[config.mk]
export PLATFORM = sky130hd
export DESIGN_NAME = nes_bus_top
export DESIGN_NICKNAME = d
export VERILOG_FILES = /design/src/verilog/nes_bus_pkg.sv /design/src/verilog/cpu_clock_divider.sv /design/src/verilog/dma_controller.sv /design/src/verilog/memory_multiplex.sv /design/src/verilog/nes_bus_top.sv
export SDC_FILE = /design/constraint.sdc
export NUM_CORES = 1
export LEC_CHECK = 0
export ABC_AREA = 1
export BUFFER_PORTS_ARGS = -buffer_cell sky130_fd_sc_hd__buf_2
export CORE_ASPECT_RATIO = 1.5
export CORE_UTILIZATION = 46
export DETAILED_ROUTE_END_ITERATION = 10
export MAX_ROUTING_LAYER = met4
export PLACE_DENSITY = 0.81
export SETUP_SLACK_MARGIN = 0.4
export SLEW_MARGIN = 5
export SYNTH_ARGS = -nofsm -noshare
export SYNTH_HDL_FRONTEND = slang
export SYNTH_SLANG_ARGS = --single-unit
[constraint.sdc]
create_clock -name clk -period 3.3 [get_ports clk]
set_input_delay 0.33 -clock clk [delete_from_list [all_inputs] [get_ports clk]]
set_output_delay 0.33 -clock clk [all_outputs]
set_load 0.02 [all_outputs]
[src/verilog/nes_bus_pkg.sv]
/*
 * Shared definitions for the console bus model.
 * Holds the bus widths, the two DMA register addresses, the master clock
 * divider counts and the packed structs that carry each bus between blocks.
 * Modules refer to these by scoped name, nes_bus_pkg::name.
 */
package nes_bus_pkg;

	// Bus widths
	localparam int cpu_addr_width = 16;
	localparam int mem_addr_width = 22;	// External memory, CPU and PPU share it
	localparam int chr_addr_width = 14;
	localparam int data_width = 8;

	// Register addresses seen by sprite DMA
	localparam logic [cpu_addr_width-1:0] sprite_dma_reg = 16'h4014;	// Write starts sprite DMA
	localparam logic [cpu_addr_width-1:0] oam_data_reg = 16'h2004;	// OAM data port

	// Master clocks per CPU cycle and per PPU cycle (NTSC)
	localparam int cpu_div_count = 12;
	localparam int ppu_div_count = 4;
	localparam int cpu_div_width = $clog2(cpu_div_count);
	localparam int ppu_div_width = $clog2(ppu_div_count);
	localparam logic [cpu_div_width-1:0] cpu_div_last = cpu_div_width'(cpu_div_count - 1);
	localparam logic [ppu_div_width-1:0] ppu_div_last = ppu_div_width'(ppu_div_count - 1);

	// Sprite DMA states, bit 0 pauses the CPU and bit 1 owns the bus
	localparam logic [1:0] spr_idle = 2'b00;
	localparam logic [1:0] spr_pending = 2'b01;	// Waiting for alignment or after a DMC steal
	localparam logic [1:0] spr_active = 2'b11;

	// Bus as driven by a master, CPU side or after DMA
	typedef struct packed {
		logic [cpu_addr_width-1:0] addr;
		logic [data_width-1:0] data;	// Write data
		logic rnw;	// 1 read, 0 write
		logic req;	// Access in this CPU cycle, idle bus when low
	} cpu_bus_t;

	// Request to the external memory
	typedef struct packed {
		logic [mem_addr_width-1:0] addr;
		logic [data_width-1:0] data;
		logic read_cpu;	// Result goes to the CPU data latch
		logic read_ppu;	// Result goes to the PPU data latch
		logic write;
	} mem_req_t;

	// PPU character port
	typedef struct packed {
		logic [chr_addr_width-1:0] addr;
		logic [data_width-1:0] data;
		logic read;
		logic write;
	} chr_req_t;

	// DMC sample fetch request, held until acknowledged
	typedef struct packed {
		logic req;
		logic [cpu_addr_width-1:0] addr;
	} dmc_req_t;

endpackage

[src/verilog/cpu_clock_divider.sv]
/*
 * Master clock divider.
 * Produces single-clock CPU and PPU enables and the even/odd APU cycle flag.
 * Both counters restart on reset so every CPU enable lands on a PPU enable,
 * which the memory multiplex relies on.
 */
module cpu_clock_divider (
	input  logic clk,
	input  logic reset,
	output logic cpu_ce,	// One clock in cpu_div_count
	output logic ppu_ce,	// One clock in ppu_div_count
	output logic odd_cycle	// Parity of the current CPU cycle, low = even
);

	logic [nes_bus_pkg::cpu_div_width-1:0] cpu_count;
	logic [nes_bus_pkg::ppu_div_width-1:0] ppu_count;

	// Enables fire on the last count of each period
	assign cpu_ce = (cpu_count == nes_bus_pkg::cpu_div_last);
	assign ppu_ce = (ppu_count == nes_bus_pkg::ppu_div_last);

	always_ff @(posedge clk) begin
		if (reset) begin
			cpu_count <= '0;
			ppu_count <= '0;
			odd_cycle <= 1'b0;	// First CPU cycle is even
		end else begin
			cpu_count <= cpu_ce ? '0 : cpu_count + 1'b1;	// Wrap at period end
			ppu_count <= ppu_ce ? '0 : ppu_count + 1'b1;

			// APU cycle flips once per CPU cycle
			if (cpu_ce)
				odd_cycle <= !odd_cycle;
		end
	end

endmodule

[src/verilog/dma_controller.sv]
/*
 * Sprite (OAM) and DMC DMA controller, and master select for the system bus.
 * A CPU write to the sprite DMA register starts a 256 byte copy from that page
 * to the OAM data port: reads on even cycles, writes on odd cycles.
 * A DMC request steals one even cycle for a sample fetch; the odd cycle after
 * it stays idle. All state advances on cpu_ce; the bus request leaving this
 * block is a one-clock strobe on cpu_ce.
 */
module dma_controller (
	input  logic clk,
	input  logic reset,
	input  logic cpu_ce,
	input  logic odd_cycle,
	input  nes_bus_pkg::cpu_bus_t cpu_bus,	// Access the CPU wants this cycle
	input  nes_bus_pkg::dmc_req_t dmc,
	input  logic [nes_bus_pkg::data_width-1:0] mem_din_cpu,	// CPU read data from memory
	output nes_bus_pkg::cpu_bus_t sys_bus,	// Bus after DMA
	output logic dmc_ack,
	output logic pause_cpu
);

	logic dmc_state;	// DMC fetch taken, runs on next even cycle
	logic [1:0] spr_state;
	logic [nes_bus_pkg::cpu_addr_width-1:0] spr_addr;	// Page and low byte counter
	logic [nes_bus_pkg::data_width:0] spr_next;	// Low byte plus carry out
	logic [nes_bus_pkg::data_width-1:0] byte_latch;	// Byte read for the next OAM write
	logic sprite_trigger;
	logic cpu_read;

	// An idle CPU counts as reading; only a write cycle holds off the DMC
	assign cpu_read = cpu_bus.rnw || !cpu_bus.req;

	// Completed write to the sprite DMA register
	assign sprite_trigger = sys_bus.req && !sys_bus.rnw &&
		(sys_bus.addr == nes_bus_pkg::sprite_dma_reg);

	assign spr_next = {1'b0, spr_addr[nes_bus_pkg::data_width-1:0]} + 1'b1;

	assign dmc_ack = dmc_state && !odd_cycle;	// Fetch cycle

	// A pending CPU write may still finish before the DMC gets the bus,
	// as with the 6502 RDY line
	assign pause_cpu = spr_state[0] || dmc_state || (dmc.req && cpu_read);

	// Control state
	always_ff @(posedge clk) begin
		if (reset) begin
			dmc_state <= 1'b0;
			spr_state <= nes_bus_pkg::spr_idle;
		end else if (cpu_ce) begin
			// DMC is taken at the end of an even read cycle
			if (!dmc_state && dmc.req && cpu_read && !odd_cycle)
				dmc_state <= 1'b1;
			else if (dmc_state && !odd_cycle)
				dmc_state <= 1'b0;	// Fetch done

			if (sprite_trigger) begin
				spr_state <= nes_bus_pkg::spr_pending;
			end else if (spr_state == nes_bus_pkg::spr_pending && odd_cycle) begin
				spr_state <= nes_bus_pkg::spr_active;	// Next cycle is an even read
			end else if (spr_state == nes_bus_pkg::spr_active) begin
				if (!odd_cycle && dmc_state)
					spr_state <= nes_bus_pkg::spr_pending;	// DMC stole this read, retry
				else if (odd_cycle && spr_next[nes_bus_pkg::data_width])
					spr_state <= nes_bus_pkg::spr_idle;	// Last write done
			end
		end
	end

	// Source address, page from the CPU write data
	always_ff @(posedge clk) begin
		if (cpu_ce) begin
			if (sprite_trigger)
				spr_addr <= {sys_bus.data, {nes_bus_pkg::data_width{1'b0}}};
			else if (spr_state == nes_bus_pkg::spr_active && odd_cycle)
				spr_addr[nes_bus_pkg::data_width-1:0] <=
					spr_next[nes_bus_pkg::data_width-1:0];	// Advance after each write
		end
	end

	// Read data comes back during the write cycle that follows the read,
	// so keep tracking it until that cycle ends
	always_ff @(posedge clk) begin
		if (spr_state == nes_bus_pkg::spr_active && odd_cycle)
			byte_latch <= mem_din_cpu;
	end

	// Bus master select; DMC fetch has priority over the sprite read
	always_comb begin
		sys_bus = cpu_bus;
		sys_bus.req = cpu_ce && cpu_bus.req && !pause_cpu;	// Paused CPU stays off the bus
		if (dmc_ack) begin
			sys_bus.addr = dmc.addr;
			sys_bus.data = byte_latch;
			sys_bus.rnw = 1'b1;
			sys_bus.req = cpu_ce;
		end else if (spr_state == nes_bus_pkg::spr_active) begin
			sys_bus.addr = odd_cycle ? nes_bus_pkg::oam_data_reg : spr_addr;
			sys_bus.data = byte_latch;	// Byte from the previous read
			sys_bus.rnw = !odd_cycle;
			sys_bus.req = cpu_ce;
		end
	end

endmodule

[src/verilog/memory_multiplex.sv]
/*
 * Shares one external memory between the system bus and the PPU port.
 * The PPU always wins and is issued on the ppu_ce where it is presented.
 * A CPU access arrives as a strobe on cpu_ce, which falls on a ppu_ce; if the
 * PPU is busy it is saved and issued on the next ppu_ce with the PPU idle.
 * Both addresses are zero-extended to the memory width.
 */
module memory_multiplex (
	input  logic clk,
	input  logic reset,
	input  logic ppu_ce,
	input  nes_bus_pkg::cpu_bus_t sys_bus,
	input  nes_bus_pkg::chr_req_t chr,
	output nes_bus_pkg::mem_req_t mem
);

	logic saved_read;
	logic saved_write;
	logic [nes_bus_pkg::cpu_addr_width-1:0] saved_addr;
	logic [nes_bus_pkg::data_width-1:0] saved_data;
	logic chr_busy;
	logic pending;	// Deferred CPU access waiting
	logic cpu_issue;
	logic cpu_is_read;
	logic [nes_bus_pkg::cpu_addr_width-1:0] cpu_addr;
	logic [nes_bus_pkg::data_width-1:0] cpu_data;
	logic cpu_defer;

	assign chr_busy = chr.read || chr.write;
	assign pending = saved_read || saved_write;

	// Oldest CPU access goes first
	assign cpu_addr = pending ? saved_addr : sys_bus.addr;
	assign cpu_data = pending ? saved_data : sys_bus.data;
	assign cpu_is_read = pending ? saved_read : sys_bus.rnw;
	assign cpu_issue = ppu_ce && !chr_busy && (pending || sys_bus.req);

	// New access that cannot go out now; a PPU busy for three ppu_ce in a row
	// would overwrite an older saved access, the PPU never does that
	assign cpu_defer = ppu_ce && sys_bus.req && (chr_busy || pending);

	always_comb begin
		mem = '0;
		if (chr_busy) begin
			mem.addr = {{(nes_bus_pkg::mem_addr_width - nes_bus_pkg::chr_addr_width){1'b0}},
				chr.addr};
			mem.data = chr.data;
			mem.read_ppu = ppu_ce && chr.read;
			mem.write = ppu_ce && chr.write;
		end else begin
			mem.addr = {{(nes_bus_pkg::mem_addr_width - nes_bus_pkg::cpu_addr_width){1'b0}},
				cpu_addr};
			mem.data = cpu_data;
			mem.read_cpu = cpu_issue && cpu_is_read;
			mem.write = cpu_issue && !cpu_is_read;
		end
	end

	// Saved flags
	always_ff @(posedge clk) begin
		if (reset) begin
			saved_read <= 1'b0;
			saved_write <= 1'b0;
		end else if (cpu_defer) begin
			saved_read <= sys_bus.rnw;
			saved_write <= !sys_bus.rnw;
		end else if (ppu_ce && !chr_busy) begin
			saved_read <= 1'b0;	// Saved access went out this cycle
			saved_write <= 1'b0;
		end
	end

	always_ff @(posedge clk) begin
		if (cpu_defer) begin
			saved_addr <= sys_bus.addr;
			saved_data <= sys_bus.data;
		end
	end

endmodule

[src/verilog/nes_bus_top.sv]
/*
 * Top level of the console bus model.
 * The clock divider paces everything, the DMA controller decides who masters
 * the system bus, and the multiplex merges that bus with the PPU port onto
 * the external memory. CPU, PPU and DMC sit outside as ports.
 */
module nes_bus_top (
	input  logic clk,
	input  logic reset,
	input  nes_bus_pkg::cpu_bus_t cpu_bus,	// CPU access, held while paused
	input  nes_bus_pkg::dmc_req_t dmc,
	input  nes_bus_pkg::chr_req_t chr,	// PPU character access
	input  logic [nes_bus_pkg::data_width-1:0] mem_din_cpu,	// CPU latch data from memory
	output nes_bus_pkg::mem_req_t mem,
	output logic dmc_ack,
	output logic pause_cpu,
	output logic cpu_ce
);

	logic ppu_ce;
	logic odd_cycle;
	nes_bus_pkg::cpu_bus_t sys_bus;	// Bus after DMA, strobed on cpu_ce

	cpu_clock_divider u_clock_divider (
		.clk       (clk),
		.reset     (reset),
		.cpu_ce    (cpu_ce),
		.ppu_ce    (ppu_ce),
		.odd_cycle (odd_cycle)
	);

	dma_controller u_dma (
		.clk         (clk),
		.reset       (reset),
		.cpu_ce      (cpu_ce),
		.odd_cycle   (odd_cycle),
		.cpu_bus     (cpu_bus),
		.dmc         (dmc),
		.mem_din_cpu (mem_din_cpu),
		.sys_bus     (sys_bus),
		.dmc_ack     (dmc_ack),
		.pause_cpu   (pause_cpu)
	);

	// PPU side runs on the PPU enable
	memory_multiplex u_mem_mux (
		.clk     (clk),
		.reset   (reset),
		.ppu_ce  (ppu_ce),
		.sys_bus (sys_bus),
		.chr     (chr),
		.mem     (mem)
	);

endmodule

==> impl_metrics.csv <==
group,metric,value,unit
power,seqPwrFrac,51.9,%
floorplanning,die-area,7982,sq um
synthesis,synth-seq-cells,60,
route,wl_met1,3.621,mm
placed_design,gp_congestion,0.9115,
global_routing,grt_pass1_vias,2919,
timing,fmax,382.3,MHz
clock_tree,clock_sinks,60,
floorplanning,dieWidth,73.28,um
route,drcViolationCount,0,
route,wl_per_cell,14.04,um
cells_and_area,syn_to_final_growth,20.91,%
global_routing,grt_pass1_wl,13.44,mm
route,drt_wl_total,8.943,mm
placed_design,dp.cells,622,
worst_setup_path,start_kind,"flip-flop",
cells_and_area,final_core_util,57.89,%
power,p_per_area,373.9,nW/um^2
floorplanning,fp-row-count,38,
clock_tree,clock_latency,0.35,ns
timing,setup_viol,0,
cells_and_area,final_common_cell,"buf_2",
global_routing,antenna_found_initial,0,
synthesis,ys_seq_area_share,47.97,%
synthesis,synth_area_per_cell,8.153,sq um
synthesis,synth_flop_cell,"edfxtp_1",
power,p_sw,421.5,uW
synthesis,syn-cell-area,3506,sq um
worst_setup_path,arrival,2.63,ns
hold_path,hold_path_class,"in2reg",
power,vdd_drop_max,294.9,uV
timing,fin_skew,0.01253,ns
cells_and_area,num_antenna_cells,0,
global_routing,overflow,0,
synthesis,yosysWarnings,0,
worst_setup_path,crit_type,"reg2reg",
timing,worst_slew_pin_slew,0.7977,ns
placed_design,placed_area,4079,sq um
worst_setup_path,worst_ep_required_time,3.31,ns
floorplanning,core-area,7322,sq um
route,ant_nets,0,
placed_design,post-dp-hpwl,6.632,mm
synthesis,synth_area_leader_cell,"edfxtp_1",
floorplanning,die_h,108.9,um
timing,rsz0062_at_grt,"no",
worst_setup_path,critPathMaxFanout,23,
placed_design,io_buffers,106,
route,wl_met2,4.573,mm
power,power.leakage,2.048,nW
cells_and_area,stdcell_count,637,
timing,setup_ws,0.6841,ns
global_routing,groute.usage.overall,23.68,%
route,wl_met3,585,um
route,detail_route.vias_per_cell,4.961,
timing,relSlewSlack,46.76,%
power,clockPowerShare,34.6,%
power,p_comb_share,13.5,%
clock_tree,cts_hold_buffers,0,
synthesis,yosysUniqueCellTypes,33,
clock_tree,cts_max_level,3,
clock_tree,root_buffer,"clkbuf_8",
timing,slew_violations,0,
job,maxCapViolations,0,
global_routing,grt_max_degree,28,
synthesis,synth.area.top_cells,"edfxtp_1 (41%), nand2_1 (10%), a21oi_1 (7.6%)",
route,highest_layer,"met4",
route,num_vias,3160,
floorplanning,initial_core_util,47.88,%
synthesis,syn-instance-count,430,
timing,fin_tns_setup,0,ns
worst_setup_path,cp-end-kind,"flip-flop",
cells_and_area,layout-drive-gt1-share,27.37,%
cells_and_area,layout.nets,613,
worst_setup_path,regToRegSetupSlack,0.68,ns
synthesis,synth-edff-count,48,
synthesis,netlist.area_leader.share,41.11,%
timing,finalHoldViolations,0,
placed_design,preCtsSetupSlack,0.6092,ns
timing,fin_crit,2.616,ns
cells_and_area,fin_area,4239,sq um
clock_tree,cts_tree,"yes",
synthesis,async_flop_share,0,%
route,dr.pass1.iters,5,
power,p_int,1.164,mW
floorplanning,io_pins,113,
timing,min_period_over_period,79.27,%
clock_tree,clockBufferDepth,2,
clock_tree,clk_pin_slew,0.07,ns
power,swShare,26.59,%
route,dr.first_iter.drc_count,233,
clock_tree,cts_buffers,9,
cells_and_area,layout_common_cells,"buf_2 (106), nand2_1 (97), nor2_1 (57), a21oi_1 (53), inv_1 (52)",
outcome,status,"finished clean",
## synth_stat cells, types with 2 or more instances
master    number
or2_2          2
nand3_1       31
nand2_1       97
clkbuf_1       9
buf_4          8
xor2_1         6
a211oi_1       2
a21oi_1       53
nand2_4        3
edfxtp_1      48
nand4_1        2
inv_1         53
buf_6          6
nand3_2        7
ha_1           3
dfxtp_1       12
inv_4          2
o21ai_0        3
mux2i_1        8
nor2_1        59
nor3_1         4
## power by group through the flow
stage               logic, mW  registers [mW]  clock network, mW
floorplan               0.126           0.838                  0
global placement        0.210           0.839                  0
detailed placement      0.213           0.839                  0
CTS                     0.214           0.822              0.555
global route            0.236           0.823              0.585
finish                  0.214           0.822              0.549
## kinds of logic (layout without fill, tap and decap cells)
logic type	count (synthesis)	in the layout	synth area share, %
adders and majority gates	3	3	1.071
and+or+nand+nor	210	210	26.45
muxes	8	8	2.284
buffers and inverters	79	181	10.74
xor gates and xnor gates	6	6	1.499
AOI/OAI and AO/OA	63	63	9.886
DFF	60	60	47.97
other	1	6	0.1070
## layer usage
metal	global-route usage, %	vias to the layer above
met2	40.15	133
met5	-	-
li1	-	1599
met1	26.81	1415
met3	4.806	13
met4	10.08	0
## metrics by stage
step / hold slack, ns / power (mW)
4_1_cts: 0.1384 / 1.591
2_1_floorplan: 0.4084 / 0.9645
5_1_grt: 0.1397 / 1.644
6_report: 0.1522 / 1.585
3_3_place_gp: 0.4154 / 1.048
3_5_place_dp: 0.4372 / 1.052
## area by class of cell
class	instances	area, sq um
tap	100	125.1
sequential	60	1682
fill	677	3083
clock inverter	6	32.53
multi-input combinational	296	1484
inverter	56	219.0
timing repair buffer	110	573.1
clock buffer	9	123.9
## critical path, cell delays in order (launching register included)
cell	delay, ns
dfxtp_1	0.32
inv_2	0.16
nand2_4	0.21
nand2_4	0.23
inv_4	0.06
nand2_1	0.06
nand2_1	0.05
nor2_1	0.14
nand2_1	0.07
nor2_1	0.12
nand3_2	0.25
clkinvlp_4	0.27
o21a_1	0.34
## repair_timing
| item | 4_1_cts | 5_1_grt |
|---|---|---|
| setup endpoints to repair | 0 | 8 |
| resized for setup | 0 | 1 |
| setup buffers | 0 | 0 |
## sequential cells by signal, indices dropped and copies added, names as in the netlist
register and flops:
u_dma.spr_state 2, u_clock_divider.odd_cycle 1, u_dma.dmc_state 1, u_dma.byte_latch 8
u_dma.spr_addr 16, u_mem_mux.saved_data 8, u_mem_mux.saved_addr 16, u_clock_divider.ppu_count 2
u_mem_mux.saved_read 1, u_clock_divider.cpu_count 4, u_mem_mux.saved_write 1
## final timing paths
check                          startpoint                      endpoint  depth (start not counted)
max             u_clock_divider.odd_cycle             u_dma.spr_addr[4]                         12
min                        mem_din_cpu[2]           u_dma.byte_latch[2]                          1
max reg2reg     u_clock_divider.odd_cycle             u_dma.spr_addr[4]                         12
min reg2reg  u_clock_divider.ppu_count[0]  u_clock_divider.ppu_count[0]                          1
Power figures use the tool's default switching activity.
